### config.mk
export PLATFORM = sky130hd
export DESIGN_NAME = acq_formatter_top
export DESIGN_NICKNAME = d
export VERILOG_FILES = /design/src/logic/acq_pkg.sv /design/src/logic/acq_formatter_top.sv /design/src/logic/acq_record_mux.sv /design/src/logic/acq_sequencer.sv /design/src/logic/sample_gatherer.sv
export SDC_FILE = /design/constraint.sdc
export NUM_CORES = 1
export LEC_CHECK = 0
export ABC_AREA = 1
export ABC_CLOCK_PERIOD_IN_PS = 8100
export CORE_ASPECT_RATIO = 1.25
export CORE_MARGIN = 4
export CORE_UTILIZATION = 66
export DETAILED_ROUTE_END_ITERATION = 6
export DONT_BUFFER_PORTS = 1
export GPL_TIMING_DRIVEN = 0
export HOLD_SLACK_MARGIN = 0.12
export PLACE_DENSITY = 0.82
export REMOVE_ABC_BUFFERS = 1
export SYNTH_ARGS = -nofsm -noshare
export SYNTH_HDL_FRONTEND = slang
export SYNTH_SLANG_ARGS = --single-unit
### constraint.sdc
create_clock -name clk -period 8.1 [get_ports clk]
set_input_delay 0.405 -clock clk [delete_from_list [all_inputs] [get_ports clk]]
set_output_delay 0.405 -clock clk [all_outputs]
set_load 0.005 [all_outputs]
### src/logic/acq_pkg.sv
`default_nettype none

package acq_pkg;

    //////////////////////////////
    // record framing
    //////////////////////////////

    localparam int tag_w      = 4;                  // record tag, top nibble
    localparam int body_w     = 128;                // header, data or checksum body
    localparam int rec_w      = tag_w + body_w;     // 132 bits into the write fifo
    localparam int marker_w   = 2;

    // record tags
    localparam logic [tag_w-1:0] tag_fill_hdr = 4'd1;
    localparam logic [tag_w-1:0] tag_wave_hdr = 4'd2;
    localparam logic [tag_w-1:0] tag_data     = 4'd3;
    localparam logic [tag_w-1:0] tag_checksum = 4'd4;

    // body[127:126] of both headers
    // sign-extended data only ever shows 00 or 11 there
    localparam logic [marker_w-1:0] hdr_marker = 2'b01;

    //////////////////////////////
    // adc words
    //////////////////////////////

    localparam int pair_w          = 26;            // two 13-bit samples per word
    localparam int smp_w           = 12;            // sample bits, over-range bit below
    localparam int lane_w          = 16;            // one sign-extended sample in a record
    localparam int pairs_per_burst = 4;             // 4 words -> 8 samples -> 1 data record
    localparam int burst_w         = pairs_per_burst * pair_w;

    //////////////////////////////
    // configuration fields
    //////////////////////////////

    localparam int fill_num_w   = 24;
    localparam int fill_type_w  = 2;
    localparam int bursts_w     = 23;               // data records per waveform
    localparam int adr_w        = 23;               // ddr3 burst address
    localparam int adr_pad_w    = 3;                // zero lsbs under the address
    localparam int wave_cnt_w   = 12;
    localparam int gap_w        = 22;               // idle cycles between waveforms
    localparam int chan_tag_w   = 12;
    localparam int alarm_w      = 4;                // xadc alarm bits
    localparam int wave_spare_w = 16;               // unused top of the waveform header

endpackage

`default_nettype wire

### src/logic/acq_formatter_top.sv
`default_nettype none

module acq_formatter_top (
    input  logic                             clk,
    input  logic                             rst_n,
    input  logic                             trigger,
    input  logic [acq_pkg::pair_w-1:0]       adc_pair,
    input  logic                             adc_valid,
    input  logic [acq_pkg::fill_num_w-1:0]   fill_num,
    input  logic [acq_pkg::fill_type_w-1:0]  fill_type,
    input  logic [acq_pkg::bursts_w-1:0]     num_fill_bursts,
    input  logic [acq_pkg::adr_w-1:0]        burst_start_adr,
    input  logic [acq_pkg::wave_cnt_w-1:0]   num_waveforms,
    input  logic [acq_pkg::gap_w-1:0]        waveform_gap,
    input  logic [acq_pkg::chan_tag_w-1:0]   channel_tag,
    input  logic [acq_pkg::alarm_w-1:0]      xadc_alarms,
    output logic [acq_pkg::rec_w-1:0]        rec_dat,     // to the ddr3 write fifo
    output logic                             rec_valid,
    output logic                             fill_busy,
    output logic                             fill_done
);
    import acq_pkg::*;

    logic                   capture_en;
    logic [burst_w-1:0]     burst_dat;
    logic                   burst_valid;
    logic                   select_fill_hdr;
    logic                   select_wave_hdr;
    logic                   select_dat;
    logic                   select_checksum;
    logic [wave_cnt_w-1:0]  cur_wave_num;

    // adc words -> 4-word bursts
    sample_gatherer u_gatherer (
        .clk         (clk),
        .rst_n       (rst_n),
        .capture_en  (capture_en),
        .adc_pair    (adc_pair),
        .adc_valid   (adc_valid),
        .burst_dat   (burst_dat),
        .burst_valid (burst_valid)
    );

    // record order and timing
    acq_sequencer u_sequencer (
        .clk             (clk),
        .rst_n           (rst_n),
        .trigger         (trigger),
        .num_fill_bursts (num_fill_bursts),
        .num_waveforms   (num_waveforms),
        .waveform_gap    (waveform_gap),
        .burst_valid     (burst_valid),
        .capture_en      (capture_en),
        .select_fill_hdr (select_fill_hdr),
        .select_wave_hdr (select_wave_hdr),
        .select_dat      (select_dat),
        .select_checksum (select_checksum),
        .cur_wave_num    (cur_wave_num),
        .fill_busy       (fill_busy),
        .fill_done       (fill_done)
    );

    // record packing, checksum, output register
    acq_record_mux u_record_mux (
        .clk             (clk),
        .rst_n           (rst_n),
        .fill_num        (fill_num),
        .fill_type       (fill_type),
        .num_fill_bursts (num_fill_bursts),
        .burst_start_adr (burst_start_adr),
        .num_waveforms   (num_waveforms),
        .waveform_gap    (waveform_gap),
        .channel_tag     (channel_tag),
        .xadc_alarms     (xadc_alarms),
        .cur_wave_num    (cur_wave_num),
        .burst_dat       (burst_dat),
        .select_fill_hdr (select_fill_hdr),
        .select_wave_hdr (select_wave_hdr),
        .select_dat      (select_dat),
        .select_checksum (select_checksum),
        .rec_dat         (rec_dat),
        .rec_valid       (rec_valid)
    );

endmodule

`default_nettype wire

### src/logic/acq_record_mux.sv
`default_nettype none

module acq_record_mux (
    input  logic                             clk,
    input  logic                             rst_n,
    // fill configuration, stable during a fill
    input  logic [acq_pkg::fill_num_w-1:0]   fill_num,
    input  logic [acq_pkg::fill_type_w-1:0]  fill_type,
    input  logic [acq_pkg::bursts_w-1:0]     num_fill_bursts,
    input  logic [acq_pkg::adr_w-1:0]        burst_start_adr,
    input  logic [acq_pkg::wave_cnt_w-1:0]   num_waveforms,
    input  logic [acq_pkg::gap_w-1:0]        waveform_gap,
    input  logic [acq_pkg::chan_tag_w-1:0]   channel_tag,
    input  logic [acq_pkg::alarm_w-1:0]      xadc_alarms,
    // from the sequencer and gatherer
    input  logic [acq_pkg::wave_cnt_w-1:0]   cur_wave_num,
    input  logic [acq_pkg::burst_w-1:0]      burst_dat,
    input  logic                             select_fill_hdr,
    input  logic                             select_wave_hdr,
    input  logic                             select_dat,   // also folds data into checksum
    input  logic                             select_checksum,
    // to the write fifo
    output logic [acq_pkg::rec_w-1:0]        rec_dat,
    output logic                             rec_valid
);
    import acq_pkg::*;

    logic [rec_w-1:0]   fill_hdr_rec;
    logic [rec_w-1:0]   wave_hdr_rec;
    logic [body_w-1:0]  dat_body;
    logic [body_w-1:0]  checksum;                       // running xor, tag excluded

    //////////////////////////////
    // fill header
    //////////////////////////////

    // msb first, see field order in the pkg widths
    assign fill_hdr_rec = {
        tag_fill_hdr,
        hdr_marker,
        xadc_alarms,
        channel_tag,
        waveform_gap,
        num_waveforms,
        burst_start_adr, {adr_pad_w{1'b0}},             // byte address, 3 lsbs zero
        num_fill_bursts,
        1'b0,                                           // reserved, wider fill type later
        fill_type,
        fill_num                                        // bits 23:0
    };

    //////////////////////////////
    // waveform header
    //////////////////////////////

    assign wave_hdr_rec = {
        tag_wave_hdr,
        hdr_marker,
        {wave_spare_w{1'b0}},                           // spare
        channel_tag,
        waveform_gap,
        cur_wave_num,                                   // 0 for the first waveform
        num_waveforms,
        burst_start_adr, {adr_pad_w{1'b0}},
        1'b0,                                           // reserved
        fill_type,
        num_fill_bursts                                 // bits 22:0
    };

    //////////////////////////////
    // data record
    //////////////////////////////

    // word k -> lanes 2k (low sample) and 2k+1 (high sample)
    // over-range lsb dropped, 12-bit sample sign extended to 16
    for (genvar k = 0; k < pairs_per_burst; k++) begin : g_lane
        logic [pair_w-1:0] pair;

        assign pair = burst_dat[k*pair_w +: pair_w];

        assign dat_body[2*k*lane_w +: lane_w] =
            {{(lane_w-smp_w){pair[smp_w]}}, pair[smp_w:1]};             // bits 12:1
        assign dat_body[(2*k+1)*lane_w +: lane_w] =
            {{(lane_w-smp_w){pair[pair_w-1]}}, pair[pair_w-1 -: smp_w]}; // bits 25:14
    end

    //////////////////////////////
    // checksum
    //////////////////////////////

    always_ff @(posedge clk) begin
        if (select_fill_hdr) begin
            checksum <= fill_hdr_rec[body_w-1:0];                   // seed for a new fill
        end else if (select_wave_hdr) begin
            checksum <= checksum ^ wave_hdr_rec[body_w-1:0];
        end else if (select_dat) begin
            checksum <= checksum ^ dat_body;
        end
    end

    //////////////////////////////
    // output register
    //////////////////////////////

    // selects are one-hot from the sequencer, order here is arbitrary
    always_ff @(posedge clk) begin
        if (select_fill_hdr) begin
            rec_dat <= fill_hdr_rec;
        end else if (select_wave_hdr) begin
            rec_dat <= wave_hdr_rec;
        end else if (select_dat) begin
            rec_dat <= {tag_data, dat_body};
        end else if (select_checksum) begin
            rec_dat <= {tag_checksum, checksum};    // includes the last data word
        end
    end

    always_ff @(posedge clk or negedge rst_n) begin
        if (!rst_n) begin
            rec_valid <= 1'b0;
        end else begin
            rec_valid <= select_fill_hdr || select_wave_hdr || select_dat || select_checksum;
        end
    end

endmodule

`default_nettype wire

### src/logic/acq_sequencer.sv
`default_nettype none

module acq_sequencer (
    input  logic                             clk,
    input  logic                             rst_n,
    input  logic                             trigger,          // starts a fill when not busy
    input  logic [acq_pkg::bursts_w-1:0]     num_fill_bursts,
    input  logic [acq_pkg::wave_cnt_w-1:0]   num_waveforms,    // 0 behaves as 1
    input  logic [acq_pkg::gap_w-1:0]        waveform_gap,
    input  logic                             burst_valid,
    output logic                             capture_en,
    output logic                             select_fill_hdr,
    output logic                             select_wave_hdr,
    output logic                             select_dat,
    output logic                             select_checksum,
    output logic [acq_pkg::wave_cnt_w-1:0]   cur_wave_num,
    output logic                             fill_busy,
    output logic                             fill_done
);
    import acq_pkg::*;

    typedef enum logic [2:0] {
        st_idle,
        st_fill_hdr,
        st_wave_hdr,
        st_data,
        st_gap,                 // select_dat cycle, then the quiet gap
        st_checksum
    } state_t;

    state_t                 state;
    state_t                 state_nxt;
    logic [bursts_w-1:0]    burst_cnt;              // data records sent in this waveform
    logic [bursts_w:0]      burst_cnt_inc;
    logic [wave_cnt_w:0]    wave_inc;
    logic [gap_w:0]         gap_cnt;                // extra bit, loads waveform_gap + 1
    logic                   last_burst;
    logic                   last_wave;
    logic                   gap_expired;

    // compare after increment so a zero count acts as one
    assign burst_cnt_inc = {1'b0, burst_cnt} + 1'b1;
    assign wave_inc      = {1'b0, cur_wave_num} + 1'b1;
    assign last_burst    = burst_cnt_inc >= {1'b0, num_fill_bursts};
    assign last_wave     = wave_inc >= {1'b0, num_waveforms};
    assign gap_expired   = gap_cnt == '0;

    //////////////////////////////
    // next state
    //////////////////////////////

    always_comb begin
        state_nxt = state;
        case (state)
            st_idle, st_checksum: begin
                state_nxt = trigger ? st_fill_hdr : st_idle;    // not busy in either
            end
            st_fill_hdr: state_nxt = st_wave_hdr;
            st_wave_hdr: state_nxt = st_data;
            st_data: begin
                if (burst_valid && last_burst) begin
                    state_nxt = st_gap;
                end
            end
            st_gap: begin
                if (gap_expired) begin
                    state_nxt = last_wave ? st_checksum : st_wave_hdr;
                end
            end
            default: state_nxt = st_idle;
        endcase
    end

    always_ff @(posedge clk or negedge rst_n) begin
        if (!rst_n) begin
            state <= st_idle;
        end else begin
            state <= state_nxt;
        end
    end

    //////////////////////////////
    // counters
    //////////////////////////////

    always_ff @(posedge clk or negedge rst_n) begin
        if (!rst_n) begin
            burst_cnt <= '0;
        end else if (state == st_wave_hdr) begin
            burst_cnt <= '0;                                    // new waveform
        end else if (state == st_data && burst_valid) begin
            burst_cnt <= burst_cnt_inc[bursts_w-1:0];
        end
    end

    // gap state spans the select_dat cycle plus waveform_gap + 1 quiet cycles,
    // or only the select_dat cycle when the checksum comes next
    always_ff @(posedge clk or negedge rst_n) begin
        if (!rst_n) begin
            gap_cnt <= '0;
        end else if (state == st_data && burst_valid && last_burst) begin
            gap_cnt <= last_wave ? '0 : {1'b0, waveform_gap} + 1'b1;
        end else if (state == st_gap && !gap_expired) begin
            gap_cnt <= gap_cnt - 1'b1;
        end
    end

    always_ff @(posedge clk or negedge rst_n) begin
        if (!rst_n) begin
            cur_wave_num <= '0;
        end else if (state == st_fill_hdr) begin
            cur_wave_num <= '0;
        end else if (state == st_gap && gap_expired && !last_wave) begin
            cur_wave_num <= wave_inc[wave_cnt_w-1:0];           // next waveform header
        end
    end

    //////////////////////////////
    // outputs
    //////////////////////////////

    // data record one cycle after each burst, lands in st_data or st_gap
    always_ff @(posedge clk or negedge rst_n) begin
        if (!rst_n) begin
            select_dat <= 1'b0;
        end else begin
            select_dat <= state == st_data && burst_valid;
        end
    end

    assign select_fill_hdr = state == st_fill_hdr;
    assign select_wave_hdr = state == st_wave_hdr;
    assign select_checksum = state == st_checksum;
    assign capture_en      = state == st_wave_hdr || state == st_data;  // gatherer runs
    assign fill_done       = state == st_checksum;                      // with the checksum
    assign fill_busy       = !(state == st_idle || state == st_checksum);

endmodule

`default_nettype wire

### src/logic/sample_gatherer.sv
`default_nettype none

module sample_gatherer (
    input  logic                         clk,
    input  logic                         rst_n,
    input  logic                         capture_en,   // sequencer wants data
    input  logic [acq_pkg::pair_w-1:0]   adc_pair,
    input  logic                         adc_valid,
    output logic [acq_pkg::burst_w-1:0]  burst_dat,    // oldest word in slot 0
    output logic                         burst_valid
);
    import acq_pkg::*;

    logic                 accept;
    logic [1:0]           slot;                         // next slot to fill
    logic [pair_w-1:0]    hold [pairs_per_burst-1];     // words 0..2, the 4th goes direct

    assign accept = capture_en && adc_valid;

    //////////////////////////////
    // slot counter
    //////////////////////////////

    always_ff @(posedge clk or negedge rst_n) begin
        if (!rst_n) begin
            slot <= '0;
        end else if (!capture_en) begin
            slot <= '0;                                 // drop any partial burst
        end else if (accept) begin
            slot <= slot + 2'd1;                        // wraps after the 4th word
        end
    end

    // holding slots, payload only
    always_ff @(posedge clk) begin
        if (accept && slot != 2'd3) begin
            hold[slot] <= adc_pair;
        end
    end

    //////////////////////////////
    // burst hand-off
    //////////////////////////////

    // complete burst moves out on the 4th word
    // so the holding slots are free for the next one
    always_ff @(posedge clk) begin
        if (accept && slot == 2'd3) begin
            burst_dat <= {adc_pair, hold[2], hold[1], hold[0]};
        end
    end

    always_ff @(posedge clk or negedge rst_n) begin
        if (!rst_n) begin
            burst_valid <= 1'b0;
        end else begin
            burst_valid <= accept && slot == 2'd3;      // one cycle after the 4th word
        end
    end

endmodule

`default_nettype wire

==> flow_metrics.py, run 1 <==
metrics = {
    "sta": {
        "hold_viol_final": 0,
        "worst_hold_slack_ps": 136.6,
        "slew_headroom": 0.1026,
        "setup_viol": 0,
        "rsz0062_at_grt": "no",
        "period_minus_slack_ps": 5355,
        "worst_slew_pin_slew_ps": 1343,
        "final-max-slew-violation-count": 0,
        "fin_tns_setup_ps": 0,
        "finClkSkew_ps": 22.81,
        "fmax_mhz": 186.8,
        "worst_slack_ps": 2745,
        "finalCritPeriodShare": 0.6611,
    },
    "routing": {
        "wl_per_cell_um": 24.60,
        "drtIter0Drc": 3014,
        "viasPerCell": 6.493,
        "dr_total_vias": 21830,
        "postRouteAntennaNets": 0,
        "dr_wl_met2_um": 39220,
        "wl_met1_um": 27560,
        "remaining_drc_errors": 11,
        "wirelength_um": 82710,
        "top_layer": "met4",
        "dr.pass1.iters": 7,
        "wl_met3_um": 9555,
    },
    "finish": {
        "multi_input_area_um2": 8862,
        "post-route-util": 0.7707,
        "drive_gt1_frac": 0.04965,
        "nFillCells": 2384,
        "final_nets": 3015,
        "area_growth_pct": 15.25,
        "seq_area_um2": 14330,
        "layout.cells.non_filler": 3362,
    },
    "synth": {
        "netlist_area_um2": 24990,
        "synth_top_area_cell": "edfxtp_1",
        "synth_ff_type": "edfxtp_1",
        "synth_cell_types": 50,
        "yosysTopAreaCellShare": 0.4951,
        "synth-edff-count": 412,
        "postSynthCellCount": 2710,
        "ys_seq_area_frac": 0.5733,
        "synthTopCellsByArea": "edfxtp_1 50%, nand2_1 10%, dfrtp_1 6.6%",
        "yosys_register_bits": 493,
        "synthArstFlopShare": 0.1339,
        "yosys_warnings": 0,
        "syn_area_per_cell_um2": 9.220,
    },
    "pwr": {
        "peakVddDrop_mv": 0.3198,
        "p_leak_uw": 0.01224,
        "power.density_nw_per_um2": 377.6,
    },
    "clocking": {
        "cts_tree": "built",
        "cts.sinks": 493,
        "numCtsBuffers": 48,
        "htree_levels": 2,
        "clk_latency_ps": 590,
        "cts_root_buffer": "clkbuf_16",
        "post_cts_buffers": 0,
        "clk_pin_slew_worst_paths_ps": 70,
        "hold_buffers": 148,
        "cts_buffer_depth": 3,
        "post_cts_resized": 0,
    },
    "status": {
        "violations": "design-rule violations",
        "status": "complete, but fails checks",
    },
    "die": {
        "die_area_um2": 41060,
        "coreArea_um2": 37360,
        "die_y_um": 225.5,
        "die_w_um": 182.0,
        "start_util": 0.6687,
        "rows": 79,
        "ioPinCount": 287,
    },
    "worst_hold_path": {
        "hold-path-endpoint": "u_sequencer.gap_cnt[4]$_DFFE_PN0P_",
        "hold_path_class": "primary input to flop",
        "hold_depth": 4,
        "holdCritStartpoint": "waveform_gap[4]",
    },
    "run": {
        "maxCapViolCount": 0,
    },
    "placed_design": {
        "hpwl_um": 51780,
        "placedCellCount": 3108,
        "place_congestion": 0.9123,
        "pre_cts_slack_ps": 2967,
        "portBuffers": 0,
    },
    "grt": {
        "grt_pass1_wl_um": 125000,
        "grt_antenna_before_repair": 7,
        "grt_pass1_vias": 21760,
        "grt_util_all_layers": 0.3967,
        "grt_overflow": 0,
        "grt_max_degree": 192,
    },
    "worst_setup_path": {
        "r2r_setup_slack_ps": 2750,
        "startpoint_type": "flop",
        "critical_path_arrival_ps": 5610,
        "endpoint_kind": "flop",
        "r2r-end": "u_record_mux.rec_dat[9]$_DFFE_PP_",
        "worst-r2r-cell-count": 13,
        "r2r_start": "u_sequencer.state[2]$_DFFE_PN0P_",
        "cp.required_ps": 8360,
        "setup.worst_path.class": "flop to flop",
        "critPathMaxFanout": 58,
    },
}
-- layer usage --
metal	global-route usage	vias up
met1	0.4733	10280
met5	0	-
met3	0.1006	390
li1	-	9455
met4	0.2676	0
met2	0.6380	1709
-- synthesized netlist by cell type (9+ instances only) --
cell type	n
a21oi_1	90
buf_2	39
clkbuf_1	57
dfrtp_1	66
dfxtp_1	15
edfxtp_1	412
ha_1	43
inv_1	355
nand2_1	698
nand3_1	134
nand4_1	37
nor2_1	136
nor3_1	27
o211ai_1	76
o21ai_0	313
o21ai_1	9
o221ai_1	28
o22ai_1	29
or2_2	9
xnor2_1	29
xor2_1	41
-- placed cells by master, fill, tap and decap left out, types with 3 or more instances in the layout --
master         Yosys  final
a21oi_1           90     90
a22o_1             4      4
a31oi_1            3      3
buf_12             0     13
buf_16             0      8
bufinv_16          0      6
clkbuf_1          57     11
clkbuf_16          0     48
clkbuf_8           0      4
clkinv_1           1     10
clkinv_2           0      7
dfrtp_1           66     65
dfxtp_1           15     15
diode_2            0     16
dlygate4sd3_1      0    147
edfxtp_1         412    412
ha_1              43     43
inv_1            355    354
inv_2              7      5
inv_6              1      3
nand2_1          698    695
nand2_2            8      9
nand3_1          134    134
nand4_1           37     37
nor2_1           136    130
nor2_2             5      5
nor2_4             2      8
nor3_1            27     27
o211ai_1          76     76
o21ai_0          313    313
o21ai_1            9      9
o221ai_1          28     28
o22ai_1           29     29
or2_2              9      9
xnor2_1           29     29
xor2_1            41     41
-- layout make-up --
class / count / area share
flip-flops and latches: 493 / 0.4975
multi-input cells: 1744 / 0.3078
repair buffers: 169 / 0.06830
inverters: 364 / 0.04814
clock buffers: 63 / 0.04506
well taps: 486 / 0.02112
clock inverters: 27 / 0.01078
diodes: 16 / 0.001390
-- state kept, by name, summed over array words and instances, names as in the netlist, named ones only --
name and count:
u_sequencer.state 3, u_gatherer.hold 72, u_sequencer.gap_cnt 23, u_gatherer.burst_dat 96, u_sequencer.select_dat 1, u_gatherer.slot 2
u_gatherer.burst_valid 1, u_record_mux.rec_dat 131, u_sequencer.cur_wave_num 12, u_sequencer.burst_cnt 23, u_record_mux.rec_valid 1, u_record_mux.checksum 127
-- where the power goes --
group          internal (uW)  leakage (uW)  total, uW  switching [uW]
combinational           1140       0.00659       3870            2730
clock                   1330      0.000785       2340            1010
sequential              4140       0.00487       4670             526
total                   6610        0.0122      10900            4260
-- through the flow --
| step | total power [uW] | area (um^2) |
|---|---|---|
| 5_1_grt | 11380 | 28780 |
| 2_1_floorplan | 6965 | 24490 |
| 3_3_place_gp | 8038 | 25100 |
| 3_5_place_dp | 8260 | 25650 |
| 6_report | 10870 | 28800 |
| 4_1_cts | 10690 | 28760 |
-- cell families after synthesis --
kind of cell | synth area share
multiplexers | 0.0004006
AO/OA/AOI/OAI | 0.1265
AND/OR/NAND/NOR | 0.1791
XOR/XNOR | 0.02454
other | 0.0001501
buffers and inverters | 0.07456
adder cells (fa/ha/maj) | 0.02153
flip-flops | 0.5733
-- how the worst max path moves through the flow --
stage	start	to	slack, ps	depth (start not counted)
detailed placement	u_sequencer.state[2]$_DFFE_PN0P_	u_record_mux.rec_dat[9]$_DFFE_PP_	2970	13
floorplan	u_sequencer.state[2]$_DFFE_PN0P_	u_record_mux.rec_dat[0]$_DFFE_PP_	-990	7
finish	u_sequencer.state[2]$_DFFE_PN0P_	u_record_mux.rec_dat[9]$_DFFE_PP_	2750	13
global placement	u_sequencer.state[0]$_DFFE_PN0P_	u_record_mux.rec_dat[27]$_DFFE_PP_	-10540	7
CTS	u_sequencer.state[2]$_DFFE_PN0P_	u_record_mux.rec_dat[4]$_DFFE_PP_	2940	13
global route	u_sequencer.state[2]$_DFFE_PN0P_	u_record_mux.rec_dat[4]$_DFFE_PP_	2560	13
-- critical path, cell delays in order, from the launching register on --
cell and delay, ps:
dfrtp_1 440, nor2_1 120, inv_1 110, nor2_4 450, buf_16 240, buf_12 220
buf_12 240, inv_4 170, buf_16 250, nand2_4 710, inv_1 580, nand2_4 620
buf_12 330, buf_16 290
(Power assumes the default switching activity.)
==> inputs of run 2 (changes only) <==
--- a/config.mk
+++ b/config.mk
@@ -6,15 +6,15 @@
 export NUM_CORES = 1
 export LEC_CHECK = 0
 export ABC_AREA = 1
-export ABC_CLOCK_PERIOD_IN_PS = 8100
+export ABC_CLOCK_PERIOD_IN_PS = 4700
 export CORE_ASPECT_RATIO = 1.25
 export CORE_MARGIN = 4
-export CORE_UTILIZATION = 66
+export CORE_UTILIZATION = 58
 export DETAILED_ROUTE_END_ITERATION = 6
 export DONT_BUFFER_PORTS = 1
 export GPL_TIMING_DRIVEN = 0
 export HOLD_SLACK_MARGIN = 0.12
-export PLACE_DENSITY = 0.82
+export PLACE_DENSITY = 0.76
 export REMOVE_ABC_BUFFERS = 1
 export SYNTH_ARGS = -nofsm -noshare
 export SYNTH_HDL_FRONTEND = slang
==> constraint.sdc (replaced) <==
create_clock -name clk -period 4.7 [get_ports clk]
set_input_delay 0.235 -clock clk [delete_from_list [all_inputs] [get_ports clk]]
set_output_delay 0.235 -clock clk [all_outputs]
set_load 0.005 [all_outputs]
==> flow_metrics.py, run 2 (same netlist as run 1, synthesis figures left out) <==
metrics = {
    "sta": {
        "period_minus_slack_ps": 4481,
        "finalCritPeriodShare": 0.9533,
        "setup_viol": 0,
        "final-max-slew-violation-count": 0,
        "worst_hold_slack_ps": 129.8,
        "finClkSkew_ps": 14.02,
        "fmax_mhz": 223.2,
        "worst_slew_pin_slew_ps": 1345,
        "hold_viol_final": 0,
        "slew_headroom": 0.1012,
        "fin_tns_setup_ps": 0,
        "rsz0062_at_grt": "no",
    },
    "clocking": {
        "numCtsBuffers": 49,
        "cts_tree": "built",
        "clk_latency_ps": 610,
        "cts_buffer_depth": 3,
        "post_cts_buffers": 0,
        "clk_pin_slew_worst_paths_ps": 70,
        "cts_root_buffer": "clkbuf_16",
        "cts.sinks": 493,
        "htree_levels": 2,
    },
    "worst_setup_path": {
        "endpoint_kind": "flop",
        "critPathMaxFanout": 58,
        "r2r_start": "u_sequencer.state[2]$_DFFE_PN0P_",
        "critical_path_arrival_ps": 4750,
        "cp.required_ps": 4970,
        "worst-r2r-cell-count": 11,
        "crit_start": "u_sequencer.state[2]$_DFFE_PN0P_",
        "startpoint_type": "flop",
        "critPathCapture": "u_record_mux.rec_dat[41]$_DFFE_PP_",
        "r2r_setup_slack_ps": 220,
        "r2r-end": "u_record_mux.rec_dat[41]$_DFFE_PP_",
        "setup.worst_path.class": "flop to flop",
    },
    "run": {
        "maxCapViolCount": 0,
    },
    "placed_design": {
        "place_congestion": 0.9576,
        "hpwl_um": 52890,
        "portBuffers": 0,
    },
    "routing": {
        "dr_total_vias": 21520,
        "dr.pass1.iters": 5,
        "wl_per_cell_um": 23.69,
        "remaining_drc_errors": 0,
        "postRouteAntennaNets": 0,
        "wirelength_um": 82620,
        "drtIter0Drc": 2223,
        "viasPerCell": 6.171,
    },
    "die": {
        "start_util": 0.5899,
        "ioPinCount": 287,
        "die_y_um": 240.1,
        "die_area_um2": 46490,
        "die_w_um": 193.6,
        "rows": 84,
        "coreArea_um2": 42360,
    },
    "finish": {
        "multi_input_area_um2": 8871,
        "top_regs": "u_record_mux.rec_dat: 131 flops, u_record_mux.checksum: 127 flops, u_gatherer.burst_dat: 96 flops",
        "final_common_cell": "nand2_1",
        "area_growth_pct": 17.93,
        "drive_gt1_frac": 0.05108,
        "seq_area_um2": 14330,
        "largest_register_ffs": 131,
        "layout_common_cells": "695 x nand2_1, 412 x edfxtp_1, 354 x inv_1",
        "nFillCells": 3083,
        "regMostFlops": "u_record_mux.rec_dat",
        "final_nets": 3072,
    },
    "pwr": {
        "p_total_uw": 19220,
        "seq_power_share": 0.418,
        "peakVddDrop_mv": 1.018,
        "swShare": 0.3861,
        "switching_power_uw": 7422,
        "p_int_uw": 11800,
        "power.density_nw_per_um2": 652.3,
        "power_frac_clock": 0.205,
        "p_comb_frac": 0.378,
        "p_leak_uw": 0.01251,
    },
    "grt": {
        "grt_util_all_layers": 0.3475,
        "grt_pass1_vias": 21400,
        "grt_antenna_before_repair": 8,
        "grt_overflow": 0,
        "grt_pass1_wl_um": 124400,
        "grt_max_degree": 160,
    },
    "worst_hold_path": {
        "hold_path_class": "primary input to flop",
    },
    "status": {
        "status": "finished clean",
    },
}
run 2: cell count changes in the layout (fill, tap and decap cells not counted):
cell           change
bufinv_16          -5
clkbuf_16          +3
clkinv_1           -4
buf_16             +2
clkinv_16          +1
inv_6              +1
dlygate4sd3_1     +54
nand2_8            +1
diode_2            -5
clkinv_4           -1
clkbuf_8           +2
clkinv_2           +4
nand2_4            -1
run 2: timing repair:
| action | in CTS | in global routing |
|---|---|---|
| resized for setup | 1 | 0 |
| endpoints found under the hold margin | 437 | 0 |
| hold buffers | 202 | 0 |
| endpoints found under the setup margin | 56 | 0 |
run 2: worst max-delay path: stages, from the launching register on:
cell and delay (ps):
dfrtp_1 430, nor2_1 120, inv_1 110, nor2_4 500, buf_12 290, inv_4 190
buf_16 270, nand2_8 470, inv_1 500, nand2_4 400, buf_16 280, buf_16 290
run 2: power groups by stage:
stage                     Clock [uW]  Sequential (uW)  Combinational, uW
after floorplan                    0             7830               4170
after global placement             0             8010               5320
after detailed placement           0             8050               6230
after CTS                       3960             8000               7020
after global routing            4150             8140               7960
final                           3930             8030               7260
run 2: routing by layer:
layer / GRT usage / share of wire / vias to the layer above
li1: - / - / 9575
met1: 0.4174 / 0.35 / 10260
met2: 0.5736 / 0.47 / 1347
met3: 0.07218 / 0.10 / 338
met4: 0.2264 / 0.079 / 4
met5: 0 / 0.00033 / -
run 2: how the worst min path moves through the flow:
stage                startpoint                                    end  slack (ps)  depth (start not counted)
6_report       waveform_gap[11]    u_sequencer.gap_cnt[13]$_DFFE_PN0P_         130                          6
2_1_floorplan             rst_n       u_gatherer.burst_valid$_DFF_PN0_         -60                          0
5_1_grt         waveform_gap[5]    u_sequencer.gap_cnt[13]$_DFFE_PN0P_         170                          6
3_3_place_gp              rst_n  u_sequencer.burst_cnt[13]$_DFFE_PN0P_         -60                          0
3_5_place_dp              rst_n  u_sequencer.burst_cnt[13]$_DFFE_PN0P_         -60                          0
4_1_cts        waveform_gap[11]    u_sequencer.gap_cnt[13]$_DFFE_PN0P_         120                          6
run 2: layout make-up:
cell class                 count  share of cell area
tap                          559             0.02374
antenna                       11           0.0009341
timing repair buffer         225             0.08696
multi-input combinational   1744              0.3010
inverter                     364             0.04705
clock buffer                  68             0.04751
sequential                   493              0.4861
clock inverter                23            0.006624
run 2: stage by stage:
stage | instance area, um^2 | worst slack (ps) | util | instances
6_report | 29470 | 219.3 | 0.6957 | 3487
5_1_grt | 29450 | 112.0 | 0.6954 | 3482
4_1_cts | 29410 | 376.9 | 0.6944 | 3475
3_5_place_dp | 25770 | -43.65 | 0.6084 | 3182
3_3_place_gp | 25190 | -14770 | 0.5948 | 3160
2_1_floorplan | 24490 | -4392 | - | 2601
